### src/hw/id_params.svh
/* field positions, opcode encodings, condition codes and status bit positions of the decoder
   encodings are 7-bit values matched against instruction bits 31:25, don't-care bits are 0
   the S (flag-setting) bit is bit 28 of the word, bit 3 of the op field */
`ifndef ID_PARAMS_SVH
`define ID_PARAMS_SVH

`define ID_OP_MSB   31              // op field top bit
`define ID_OP_LSB   25              // op field bottom bit
`define ID_S_BIT    28              // flag-setting bit of the ALU forms
`define ID_REG_W    3               // eight registers
`define ID_IMM_W    16              // immediate and branch offset width
`define ID_WORD_W   32

// memory and move
`define ID_ENC_LOAD   7'b1000000
`define ID_ENC_STOR   7'b1000001
`define ID_ENC_MOV    7'b0000000
`define ID_ENC_MOVT   7'b0000001
// alu with immediate operand
`define ID_ENC_ADD    7'b0010001
`define ID_ENC_ADDS   7'b0011001
`define ID_ENC_SUB    7'b0010010
`define ID_ENC_SUBS   7'b0011010
`define ID_ENC_AND    7'b0010011
`define ID_ENC_ANDS   7'b0011011
`define ID_ENC_OR     7'b0010100
`define ID_ENC_ORS    7'b0011100
`define ID_ENC_XOR    7'b0010101
`define ID_ENC_XORS   7'b0011101
// shifts and constant writes, done inside the decoder
`define ID_ENC_LSL    7'b0000100
`define ID_ENC_LSR    7'b0000101
`define ID_ENC_CLR    7'b0000010
`define ID_ENC_SET    7'b0000011
// alu with register operand
`define ID_ENC_ADD2   7'b0110001
`define ID_ENC_ADDS2  7'b0111001
`define ID_ENC_SUB2   7'b0110010
`define ID_ENC_SUBS2  7'b0111010
`define ID_ENC_AND2   7'b0110011
`define ID_ENC_ANDS2  7'b0111011
`define ID_ENC_OR2    7'b0110100
`define ID_ENC_ORS2   7'b0111100
`define ID_ENC_XOR2   7'b0110101
`define ID_ENC_XORS2  7'b0111101
`define ID_ENC_NOT    7'b0110110
// control flow
`define ID_ENC_B      7'b1100000
`define ID_ENC_BCOND  7'b1100001
`define ID_ENC_BR     7'b1100010
`define ID_ENC_NOP    7'b1100100
`define ID_ENC_HALT   7'b1101000

// branch conditions, bits 24:21
`define ID_COND_EQ    4'b0000
`define ID_COND_NE    4'b0001
`define ID_COND_CS    4'b0010
`define ID_COND_CC    4'b0011
`define ID_COND_MI    4'b0100
`define ID_COND_PL    4'b0101
`define ID_COND_VS    4'b0110
`define ID_COND_VC    4'b0111
`define ID_COND_HI    4'b1000
`define ID_COND_LS    4'b1001
`define ID_COND_GE    4'b1010
`define ID_COND_LT    4'b1011

`define ID_FLAG_N     31            // negative
`define ID_FLAG_Z     30            // zero
`define ID_FLAG_C     29            // carry
`define ID_FLAG_V     28            // overflow

`endif

### src/hw/id_pkg.sv
/* shared types of the instruction decoder
   op_class_t needs 5 bits, seventeen classes do not fit in four */
package id_pkg;

`include "id_params.svh"

    typedef logic [`ID_WORD_W-1:0] word_t;      // data word
    typedef logic [`ID_REG_W-1:0]  reg_addr_t;  // register index

    typedef enum logic [3:0] {
        COND_EQ = `ID_COND_EQ,
        COND_NE = `ID_COND_NE,
        COND_CS = `ID_COND_CS,
        COND_CC = `ID_COND_CC,
        COND_MI = `ID_COND_MI,
        COND_PL = `ID_COND_PL,
        COND_VS = `ID_COND_VS,
        COND_VC = `ID_COND_VC,
        COND_HI = `ID_COND_HI,
        COND_LS = `ID_COND_LS,
        COND_GE = `ID_COND_GE,
        COND_LT = `ID_COND_LT
    } cond_t;                                   // codes 12..15 are unused, never taken

    // load and store layout
    typedef struct packed {
        logic [`ID_OP_MSB-`ID_OP_LSB:0] op;
        reg_addr_t                      rd;     // dest for load, source for store
        reg_addr_t                      ptr;    // pointer register
        logic [2:0]                     pad;
        logic [`ID_IMM_W-1:0]           imm;    // unsigned address offset
    } mem_fmt_t;

    // data processing layout
    typedef struct packed {
        logic [`ID_OP_MSB-`ID_OP_LSB:0] op;
        reg_addr_t                      rd;
        reg_addr_t                      op1;    // also the shifted register
        reg_addr_t                      op2;    // register forms only
        logic [`ID_IMM_W-1:0]           imm;
    } alu_fmt_t;

    // branch layout, BR takes its pointer from bits 24:22 via the mem view
    typedef struct packed {
        logic [`ID_OP_MSB-`ID_OP_LSB:0] op;
        cond_t                          cond;
        logic [4:0]                     pad;
        logic [`ID_IMM_W-1:0]           offset; // signed
    } br_fmt_t;

    typedef union packed {
        word_t    raw;
        mem_fmt_t mem;
        alu_fmt_t alu;
        br_fmt_t  br;
    } instr_u;

    typedef enum logic [4:0] {
        OPC_LOAD, OPC_STOR, OPC_MOV, OPC_MOVT,
        OPC_ALU_IMM, OPC_ALU_REG, OPC_NOT,
        OPC_LSL, OPC_LSR, OPC_CLR, OPC_SET,
        OPC_B, OPC_BCOND, OPC_BR,
        OPC_NOP, OPC_HALT, OPC_ILLEGAL
    } op_class_t;

endpackage

### src/hw/id_cond_check.sv
/* branch condition check, purely combinational
   GE/LT compare N with Z as the processor defines them, codes 12..15 never branch */
`timescale 1ns/100ps

`include "id_params.svh"

module id_cond_check import id_pkg::*; (
    input  cond_t cond,             // condition field of the branch view
    input  word_t cpsr_val,         // status register as read
    output logic  branch_taken
);

    logic flag_n;
    logic flag_z;
    logic flag_c;
    logic flag_v;

    assign flag_n = cpsr_val[`ID_FLAG_N];
    assign flag_z = cpsr_val[`ID_FLAG_Z];
    assign flag_c = cpsr_val[`ID_FLAG_C];
    assign flag_v = cpsr_val[`ID_FLAG_V];

    always_comb begin
        case (cond)
            COND_EQ: branch_taken = flag_z;
            COND_NE: branch_taken = ~flag_z;
            COND_CS: branch_taken = flag_c;
            COND_CC: branch_taken = ~flag_c;
            COND_MI: branch_taken = flag_n;
            COND_PL: branch_taken = ~flag_n;
            COND_VS: branch_taken = flag_v;
            COND_VC: branch_taken = ~flag_v;
            COND_HI: branch_taken = ~flag_z & flag_c;       // unsigned higher
            COND_LS: branch_taken = ~(~flag_z & flag_c);    // not higher
            COND_GE: branch_taken = (flag_n == flag_z);
            COND_LT: branch_taken = (flag_n != flag_z);
            default: branch_taken = 1'b0;                   // reserved codes
        endcase
    end

endmodule

### src/hw/id_ctrl_decode.sv
/* control side of the decoder, classifies the op field and drives strobes and addresses
   halt_flag is registered, set by HALT, cleared only by arst_n; while set all writes are blocked
   unknown encodings raise illegal_op and leave every strobe low */
`timescale 1ns/100ps

`include "id_params.svh"

module id_ctrl_decode import id_pkg::*; (
    input  logic       clk,
    input  logic       arst_n,
    input  instr_u     instruction,
    input  logic       branch_taken,    // from the condition check
    output op_class_t  op_class,
    output reg_addr_t  read_addr1,
    output reg_addr_t  read_addr2,
    output reg_addr_t  write_addr,
    output logic       write_enable,
    output logic       write_data_sel,  // 1 = alu result, 0 = decoder value
    output logic       wr_cpsr,
    output logic       data_read,
    output logic       data_write,
    output logic       ir_op,           // 1 = register operand, 0 = immediate
    output logic       wr_pc,
    output logic       halt_flag,
    output logic       illegal_op,
    output logic [2:0] opcode
);

    logic [`ID_OP_MSB-`ID_OP_LSB:0] op_field;
    logic                           s_bit;
    logic                           we_dec;     // strobes before the halt gate
    logic                           cpsr_dec;
    logic                           rd_dec;
    logic                           wr_dec;
    logic                           pc_dec;
    logic                           halt_q;

    assign op_field = instruction.raw[`ID_OP_MSB:`ID_OP_LSB];
    assign s_bit    = instruction.raw[`ID_S_BIT];
    assign opcode   = op_field[2:0];            // alu function select

    always_comb begin
        case (op_field)
            `ID_ENC_LOAD:  op_class = OPC_LOAD;
            `ID_ENC_STOR:  op_class = OPC_STOR;
            `ID_ENC_MOV:   op_class = OPC_MOV;
            `ID_ENC_MOVT:  op_class = OPC_MOVT;
            `ID_ENC_ADD, `ID_ENC_ADDS, `ID_ENC_SUB, `ID_ENC_SUBS,
            `ID_ENC_AND, `ID_ENC_ANDS, `ID_ENC_OR, `ID_ENC_ORS,
            `ID_ENC_XOR, `ID_ENC_XORS:
                op_class = OPC_ALU_IMM;
            `ID_ENC_ADD2, `ID_ENC_ADDS2, `ID_ENC_SUB2, `ID_ENC_SUBS2,
            `ID_ENC_AND2, `ID_ENC_ANDS2, `ID_ENC_OR2, `ID_ENC_ORS2,
            `ID_ENC_XOR2, `ID_ENC_XORS2:
                op_class = OPC_ALU_REG;
            `ID_ENC_NOT:   op_class = OPC_NOT;
            `ID_ENC_LSL:   op_class = OPC_LSL;
            `ID_ENC_LSR:   op_class = OPC_LSR;
            `ID_ENC_CLR:   op_class = OPC_CLR;
            `ID_ENC_SET:   op_class = OPC_SET;
            `ID_ENC_B:     op_class = OPC_B;
            `ID_ENC_BCOND: op_class = OPC_BCOND;
            `ID_ENC_BR:    op_class = OPC_BR;
            `ID_ENC_NOP:   op_class = OPC_NOP;
            `ID_ENC_HALT:  op_class = OPC_HALT;
            default:       op_class = OPC_ILLEGAL;
        endcase
    end

    always_comb begin
        read_addr1     = '0;                    // unused addresses stay zero
        read_addr2     = '0;
        write_addr     = '0;
        we_dec         = 1'b0;
        write_data_sel = 1'b0;
        cpsr_dec       = 1'b0;
        rd_dec         = 1'b0;
        wr_dec         = 1'b0;
        ir_op          = 1'b0;
        pc_dec         = 1'b0;
        case (op_class)
            OPC_LOAD: begin
                write_addr = instruction.mem.rd;
                read_addr1 = instruction.mem.ptr;
                rd_dec     = 1'b1;
                we_dec     = 1'b1;
            end
            OPC_STOR: begin
                read_addr1 = instruction.mem.rd;    // value to store
                read_addr2 = instruction.mem.ptr;   // base pointer
                wr_dec     = 1'b1;
            end
            OPC_MOV, OPC_MOVT: begin
                read_addr1 = instruction.alu.rd;    // other half is kept
                write_addr = instruction.alu.rd;
                we_dec     = 1'b1;
            end
            OPC_ALU_IMM, OPC_ALU_REG: begin
                read_addr1     = instruction.alu.op1;
                write_addr     = instruction.alu.rd;
                write_data_sel = 1'b1;
                we_dec         = 1'b1;
                cpsr_dec       = s_bit;
                if (op_class == OPC_ALU_REG) begin
                    read_addr2 = instruction.alu.op2;
                    ir_op      = 1'b1;
                end
            end
            OPC_NOT: begin
                read_addr1     = instruction.alu.op1;
                write_addr     = instruction.alu.rd;
                write_data_sel = 1'b1;
                we_dec         = 1'b1;
            end
            OPC_LSL, OPC_LSR: begin
                read_addr1 = instruction.alu.op1;   // register being shifted
                write_addr = instruction.alu.rd;
                we_dec     = 1'b1;
            end
            OPC_CLR, OPC_SET: begin
                write_addr = instruction.alu.rd;
                we_dec     = 1'b1;
            end
            OPC_B:     pc_dec = 1'b1;
            OPC_BCOND: pc_dec = branch_taken;
            OPC_BR: begin
                read_addr1 = instruction.mem.rd;    // pointer in bits 24:22
                pc_dec     = 1'b1;
            end
            default: begin                          // nop, halt, illegal
            end
        endcase
    end

    // sticky halt, one edge after HALT is seen
    always_ff @(posedge clk or negedge arst_n) begin
        if (!arst_n) begin
            halt_q <= 1'b0;
        end else if (op_class == OPC_HALT) begin
            halt_q <= 1'b1;
        end
    end

    assign halt_flag    = halt_q;
    assign write_enable = we_dec & ~halt_q;
    assign wr_cpsr      = cpsr_dec & ~halt_q;
    assign data_read    = rd_dec & ~halt_q;
    assign data_write   = wr_dec & ~halt_q;
    assign wr_pc        = pc_dec & ~halt_q;
    assign illegal_op   = (op_class == OPC_ILLEGAL);

endmodule

### src/hw/id_result_path.sv
/* data side of the decoder, purely combinational
   memory offsets and operand2 are zero-extended, branch offsets sign-extended
   the Bcond target is formed whether or not the branch is taken */
`timescale 1ns/100ps

module id_result_path import id_pkg::*; (
    input  instr_u    instruction,
    input  op_class_t op_class,
    input  word_t     reg1_val,
    input  word_t     reg2_val,
    input  word_t     data_val,     // data memory read value
    input  word_t     re_pc_val,
    output word_t     write_data,
    output word_t     operand2,
    output word_t     data_addr,
    output word_t     data_out,
    output word_t     id_pc_val
);

    word_t mem_off;
    word_t alu_imm;
    word_t br_off;

    assign mem_off = word_t'(instruction.mem.imm);                     // zero-extend
    assign alu_imm = word_t'(instruction.alu.imm);
    assign br_off  = word_t'(signed'(instruction.br.offset));          // sign-extend

    always_comb begin
        write_data = '0;
        operand2   = '0;
        data_addr  = '0;
        data_out   = '0;
        id_pc_val  = '0;
        case (op_class)
            OPC_LOAD: begin
                data_addr  = reg1_val + mem_off;
                write_data = data_val;
            end
            OPC_STOR: begin
                data_addr = reg2_val + mem_off;
                data_out  = reg1_val;
            end
            OPC_MOV:     write_data = {reg1_val[31:16], instruction.alu.imm};  // low half
            OPC_MOVT:    write_data = {instruction.alu.imm, reg1_val[15:0]};   // high half
            OPC_ALU_IMM: operand2   = alu_imm;
            OPC_LSL:     write_data = reg1_val << instruction.alu.imm;
            OPC_LSR:     write_data = reg1_val >> instruction.alu.imm;
            OPC_CLR:     write_data = '0;
            OPC_SET:     write_data = '1;
            OPC_B, OPC_BCOND: begin
                id_pc_val = re_pc_val + br_off;    // pc relative
            end
            OPC_BR:      id_pc_val  = reg1_val + br_off;   // register relative
            default: begin                          // alu reg, not, nop, halt, illegal
            end
        endcase
    end

endmodule

### src/hw/id_top.sv
/* instruction decoder top, connects condition check, control decode and result path
   all outputs are combinational in the same cycle except halt_flag, which is registered */
`timescale 1ns/100ps

module id_top import id_pkg::*; (
    input  logic       clk,
    input  logic       arst_n,
    input  word_t      instruction,     // from instruction memory
    input  word_t      reg1_val,
    input  word_t      reg2_val,
    input  word_t      data_val,
    input  word_t      re_cpsr_val,
    input  word_t      re_pc_val,
    output reg_addr_t  read_addr1,
    output reg_addr_t  read_addr2,
    output reg_addr_t  write_addr,
    output logic       write_enable,
    output logic       write_data_sel,
    output logic       wr_cpsr,
    output logic       data_read,
    output logic       data_write,
    output logic       ir_op,
    output logic       wr_pc,
    output logic       halt_flag,
    output logic       illegal_op,
    output logic [2:0] opcode,
    output word_t      write_data,
    output word_t      operand2,
    output word_t      data_addr,
    output word_t      data_out,
    output word_t      id_pc_val
);

    instr_u    instr_w;                 // same word, field views
    op_class_t op_class;
    logic      branch_taken;

    assign instr_w = instruction;

    id_cond_check u_cond (
        .cond         (instr_w.br.cond),
        .cpsr_val     (re_cpsr_val),
        .branch_taken (branch_taken)
    );

    id_ctrl_decode u_ctrl (
        .clk            (clk),
        .arst_n         (arst_n),
        .instruction    (instr_w),
        .branch_taken   (branch_taken),
        .op_class       (op_class),
        .read_addr1     (read_addr1),
        .read_addr2     (read_addr2),
        .write_addr     (write_addr),
        .write_enable   (write_enable),
        .write_data_sel (write_data_sel),
        .wr_cpsr        (wr_cpsr),
        .data_read      (data_read),
        .data_write     (data_write),
        .ir_op          (ir_op),
        .wr_pc          (wr_pc),
        .halt_flag      (halt_flag),
        .illegal_op     (illegal_op),
        .opcode         (opcode)
    );

    id_result_path u_result (
        .instruction (instr_w),
        .op_class    (op_class),
        .reg1_val    (reg1_val),
        .reg2_val    (reg2_val),
        .data_val    (data_val),
        .re_pc_val   (re_pc_val),
        .write_data  (write_data),
        .operand2    (operand2),
        .data_addr   (data_addr),
        .data_out    (data_out),
        .id_pc_val   (id_pc_val)
    );

endmodule

### config.mk
export PLATFORM = sky130hd
export DESIGN_NAME = id_top
export DESIGN_NICKNAME = d
export VERILOG_FILES = /design/src/hw/id_pkg.sv /design/src/hw/id_cond_check.sv /design/src/hw/id_ctrl_decode.sv /design/src/hw/id_result_path.sv /design/src/hw/id_top.sv
export VERILOG_INCLUDE_DIRS = /design/src /design/src/hw
export SDC_FILE = /design/constraint.sdc
export NUM_CORES = 1
export LEC_CHECK = 0
export BUFFER_PORTS_ARGS = -buffer_cell sky130_fd_sc_hd__buf_2
export CAP_MARGIN = 10
export CELL_PAD_IN_SITES_DETAIL_PLACEMENT = 1
export CELL_PAD_IN_SITES_GLOBAL_PLACEMENT = 1
export CORE_MARGIN = 2
export CORE_UTILIZATION = 32
export CTS_CLUSTER_DIAMETER = 30
export CTS_CLUSTER_SIZE = 20
export DETAILED_ROUTE_END_ITERATION = 8
export GPL_ROUTABILITY_DRIVEN = 0
export GPL_TIMING_DRIVEN = 0
export PLACE_DENSITY_LB_ADDON = 0.1
export SLEW_MARGIN = 20
export SYNTH_ARGS = -nofsm -noshare
export SYNTH_HDL_FRONTEND = slang
export SYNTH_SLANG_ARGS = --single-unit
export TNS_END_PERCENT = 10
### constraint.sdc
create_clock -name clk -period 9.6 [get_ports clk]
set_input_delay 2.4 -clock clk [delete_from_list [all_inputs] [get_ports clk]]
set_output_delay 2.4 -clock clk [all_outputs]
set_load 0.05 [all_outputs]
==> impl_metrics.prom <==
# TYPE chip_impl_metric gauge
chip_impl_info{name="outcome",value="completed"} 1
chip_impl_metric{name="syn_avg_cell_area",unit="µm²"} 6.80
chip_impl_metric{name="dieHeight",unit="µm"} 175
chip_impl_metric{name="finish.net_count",unit=""} 2001
chip_impl_metric{name="finalSetupViolations",unit=""} 0
chip_impl_metric{name="synth-seq-area-share",unit="%"} 0.266
chip_impl_metric{name="max_capacitance_violation_count",unit=""} 0
chip_impl_metric{name="grt_remaining_overflow",unit=""} 0
chip_impl_info{name="crit_slowest_cell",value="sky130_fd_sc_hd__or3_4"} 1
chip_impl_metric{name="dr.pass1.iters",unit=""} 5
chip_impl_metric{name="worstPathArrival",unit="ps"} 7110
chip_impl_metric{name="clk_latency",unit="ps"} 0
chip_impl_metric{name="max_slew.worst_pin.slew",unit="ps"} 1060
chip_impl_metric{name="synth_warnings",unit=""} 0
chip_impl_info{name="min_from",value="u_ctrl.halt_flag$_DFFE_PN0N_"} 1
chip_impl_metric{name="vias_in_the_first_global_route",unit=""} 13200
chip_impl_metric{name="asyncSetResetFlopFracSynth",unit="%"} 100
chip_impl_metric{name="final.hold.worst_slack",unit="ps"} 859
chip_impl_metric{name="max-slew-margin-rel",unit="%"} 29.1
chip_impl_metric{name="crit_required",unit="ps"} 7200
chip_impl_metric{name="final_min_period_over_clock_period",unit="%"} 99.1
chip_impl_metric{name="power_density",unit="mW/mm²"} 57.9
chip_impl_metric{name="fin_worst_skew",unit="ps"} 0
chip_impl_metric{name="post-place-cells",unit=""} 2100
chip_impl_metric{name="grt_use_total",unit="%"} 35.0
chip_impl_metric{name="finalNonFillerCells",unit=""} 2129
chip_impl_info{name="regToRegStartpoint",value="u_ctrl.halt_flag$_DFFE_PN0N_"} 1
chip_impl_metric{name="path_clk_slew",unit="ps"} 0
chip_impl_info{name="worstSetupPathType",value="in -> out"} 1
chip_impl_metric{name="number_of_slew_limit_violations_in_the_final_report",unit=""} 0
chip_impl_metric{name="place_hpwl",unit="µm"} 44900
chip_impl_info{name="start_kind",value="input port"} 1
chip_impl_metric{name="route.final.wire_length",unit="µm"} 56900
chip_impl_info{name="setup.worst_path.end_class",value="primary output"} 1
chip_impl_metric{name="drt.antenna.violating_nets",unit=""} 0
chip_impl_metric{name="grt_max_degree",unit=""} 24
chip_impl_info{name="critPathLaunch",value="instruction[26]"} 1
chip_impl_metric{name="peakVddDrop",unit="mV"} 0.0297
chip_impl_metric{name="yosys.area.top_type_share",unit="%"} 8.38
chip_impl_metric{name="holdBufCountCts",unit=""} 0
chip_impl_metric{name="dr_total_vias",unit=""} 13100
chip_impl_metric{name="synth_unique_cells",unit=""} 91
chip_impl_metric{name="yosys_register_bits",unit=""} 1
chip_impl_info{name="crit_path_frequent_cell",value="sky130_fd_sc_hd__buf_4"} 1
chip_impl_metric{name="drt-vias-per-instance",unit=""} 6.14
chip_impl_info{name="ys_top_cells_by_area",value="sky130_fd_sc_hd__ha_1 (8.4%), sky130_fd_sc_hd__mux4_2 (7.7%), sky130_fd_sc_hd__mux2i_1 (6.9%)"} 1
chip_impl_metric{name="floorplan.initialDensity",unit="%"} 32.6
chip_impl_metric{name="area_growth_syn_to_layout",unit="%"} 32.5
chip_impl_metric{name="route.detailed.drc",unit=""} 0
chip_impl_metric{name="total_power",unit="µW"} 721
chip_impl_metric{name="fraction_of_layout_instances_using_a_drive_strength_above_1",unit="%"} 32.7
chip_impl_info{name="rsz0062_at_grt",value="yes"} 1
chip_impl_info{name="min_path_type",value="reg -> reg"} 1
chip_impl_metric{name="average_wire_per_cell_in_the_routed_design",unit="µm"} 26.7
chip_impl_metric{name="netlist_instances",unit=""} 1384
chip_impl_metric{name="period_needed",unit="ps"} 9510
chip_impl_metric{name="die-area",unit="mm²"} 0.0308
chip_impl_metric{name="maxClockFrequency",unit="MHz"} 105
chip_impl_metric{name="critPathMaxStageDelay",unit="ps"} 400
chip_impl_metric{name="chipWidth",unit="µm"} 175
chip_impl_metric{name="number_of_antenna_violations_at_the_first_check_in_global_routing",unit=""} 3
chip_impl_metric{name="syn-cell-area",unit="mm²"} 0.00941
chip_impl_metric{name="core-area",unit="mm²"} 0.0289
chip_impl_info{name="yosys.area.top_type",value="sky130_fd_sc_hd__ha_1"} 1
chip_impl_metric{name="final.setup.tns",unit="ps"} 0
chip_impl_metric{name="drt_iter0_markers",unit=""} 1296
chip_impl_metric{name="largest_register_ffs",unit=""} 1
chip_impl_metric{name="first_pass_grt_wire_length",unit="µm"} 82300
chip_impl_metric{name="post_synth_edffs",unit=""} 0
chip_impl_metric{name="layout.filler_cells",unit=""} 3843
chip_impl_metric{name="path_max_fanout",unit=""} 10
chip_impl_metric{name="i_o_pins",unit=""} 375
chip_impl_info{name="postSynth.topFlopCell",value="sky130_fd_sc_hd__dfrtp_1"} 1
chip_impl_metric{name="floorplan.rows",unit=""} 62
chip_impl_metric{name="buffer_ports.inserted",unit=""} 316
chip_impl_metric{name="postLayoutCoreUtil",unit="%"} 43.2
chip_impl_metric{name="p_leak",unit="µW"} 0.00558
chip_impl_metric{name="hold_viol_final",unit=""} 0
## synth_stat cells (10+ instances only)
master	instances
sky130_fd_sc_hd__nor2_1	157
sky130_fd_sc_hd__nand2_1	131
sky130_fd_sc_hd__a21oi_1	110
sky130_fd_sc_hd__clkbuf_1	100
sky130_fd_sc_hd__o21ai_0	87
sky130_fd_sc_hd__mux2i_1	65
sky130_fd_sc_hd__ha_1	63
sky130_fd_sc_hd__and2_1	57
sky130_fd_sc_hd__nor3_1	53
sky130_fd_sc_hd__mux2_2	49
sky130_fd_sc_hd__xor2_1	34
sky130_fd_sc_hd__nand3_1	33
sky130_fd_sc_hd__mux4_2	32
sky130_fd_sc_hd__a221o_1	30
sky130_fd_sc_hd__inv_1	22
sky130_fd_sc_hd__buf_4	21
sky130_fd_sc_hd__a21o_1	20
sky130_fd_sc_hd__xnor2_1	19
sky130_fd_sc_hd__and3_1	18
sky130_fd_sc_hd__o211ai_1	16
sky130_fd_sc_hd__a31oi_1	15
sky130_fd_sc_hd__buf_1	13
sky130_fd_sc_hd__nand2b_1	13
sky130_fd_sc_hd__nor4_1	13
sky130_fd_sc_hd__a211oi_1	12
sky130_fd_sc_hd__a22o_1	12
sky130_fd_sc_hd__nor2b_1	12
sky130_fd_sc_hd__a221oi_1	10
sky130_fd_sc_hd__a22oi_1	10
## per-stage QoR
stage,worst slack [ps],cell area (µm²)
5_1_grt,-107,12500
6_report,85.4,12500
4_1_cts,-54.2,12100
2_1_floorplan,-290,9530
3_3_place_gp,-2090,11600
3_5_place_dp,-2180,11600
## layout make-up
cell class                      count  area [µm²]  area share [%]
Timing Repair Buffer              345        1890            15.2
Buffer                            144         778            6.24
Sequential cell                     1        25.0           0.201
Multi-Input combinational cell   1227        9190            73.7
Inverter                           23        88.8           0.712
Antenna cell                        5        12.5           0.100
Tap cell                          384         480            3.85
## placed cells by master (no fill, tap or decap), types with 9 or more instances in the layout
cell type	instances
sky130_fd_sc_hd__a211oi_1	10
sky130_fd_sc_hd__a21o_1	20
sky130_fd_sc_hd__a21oi_1	103
sky130_fd_sc_hd__a221o_1	30
sky130_fd_sc_hd__a221oi_1	9
sky130_fd_sc_hd__a22o_1	12
sky130_fd_sc_hd__a22oi_1	9
sky130_fd_sc_hd__a31oi_1	14
sky130_fd_sc_hd__a32oi_1	9
sky130_fd_sc_hd__and2_1	57
sky130_fd_sc_hd__and3_1	18
sky130_fd_sc_hd__buf_1	13
sky130_fd_sc_hd__buf_2	305
sky130_fd_sc_hd__buf_4	54
sky130_fd_sc_hd__buf_6	12
sky130_fd_sc_hd__clkbuf_1	90
sky130_fd_sc_hd__conb_1	16
sky130_fd_sc_hd__ha_1	44
sky130_fd_sc_hd__ha_4	13
sky130_fd_sc_hd__inv_1	21
sky130_fd_sc_hd__mux2_2	49
sky130_fd_sc_hd__mux2i_1	65
sky130_fd_sc_hd__mux4_2	32
sky130_fd_sc_hd__nand2_1	128
sky130_fd_sc_hd__nand2b_1	13
sky130_fd_sc_hd__nand3_1	33
sky130_fd_sc_hd__nor2_1	156
sky130_fd_sc_hd__nor2b_1	12
sky130_fd_sc_hd__nor3_1	47
sky130_fd_sc_hd__o211ai_1	16
sky130_fd_sc_hd__o21ai_0	76
sky130_fd_sc_hd__or3_1	9
sky130_fd_sc_hd__xnor2_1	19
sky130_fd_sc_hd__xor2_1	34
## critical path: cells and delay by family
family / cells / cell delay [ps]
AOI/OAI and AO/OA: 9 / 1690
adders and majority gates: 2 / 500
and+or+nand+nor: 6 / 1230
buffers and inverters: 7 / 1200
xor gates and xnor gates: 1 / 70
## routing by layer
layer | wire length [µm] | global-route usage (%) | up-vias | share of wire, %
met5 | 0 | 0 | - | 0
met2 | 26400 | 58.4 | 642 | 46
li1 | - | - | 5818 | -
met3 | 3960 | 4.44 | 168 | 7.0
met4 | 2940 | 15.0 | 0 | 5.2
met1 | 23500 | 45.3 | 6448 | 41
## timing repair
item	in CTS	in global routing
setup endpoints to repair	56	34
setup buffers	17	11
pin swaps	19	19
resized for setup	97	46
## logic make-up (layout without fill, tap and decap cells)
kind of cell	count (synthesis)	count (layout)	share of synthesized area (%)
AO/OA/AOI/OAI	401	401	28.7
XOR/XNOR	53	53	4.93
adder cells (fa/ha/maj)	65	65	8.80
buffers and inverters	171	512	8.38
flip-flops	1	1	0.266
multiplexers	146	146	20.4
other	1	21	0.0398
AND/OR/NAND/NOR	546	546	28.5
## path summary, 6_finish.rpt
check                                               end  slack [ps]  cells after the start
min                        u_ctrl.halt_flag$_DFFE_PN0N_         860                      1
min reg2reg                u_ctrl.halt_flag$_DFFE_PN0N_         860                      1
max                                       data_addr[24]          90                     25
max reg2reg                u_ctrl.halt_flag$_DFFE_PN0N_        8630                      1
max in group asynchronous  u_ctrl.halt_flag$_DFFE_PN0N_        7340                      1
min in group asynchronous  u_ctrl.halt_flag$_DFFE_PN0N_        2180                      1
## power by group
part           internal (µW)  switching [µW]  total, µW
clock network      0.0000698               0  0.0000698
registers               4.30          0.0531       4.36
logic                    243             474        717
(Power assumes the default switching activity.)
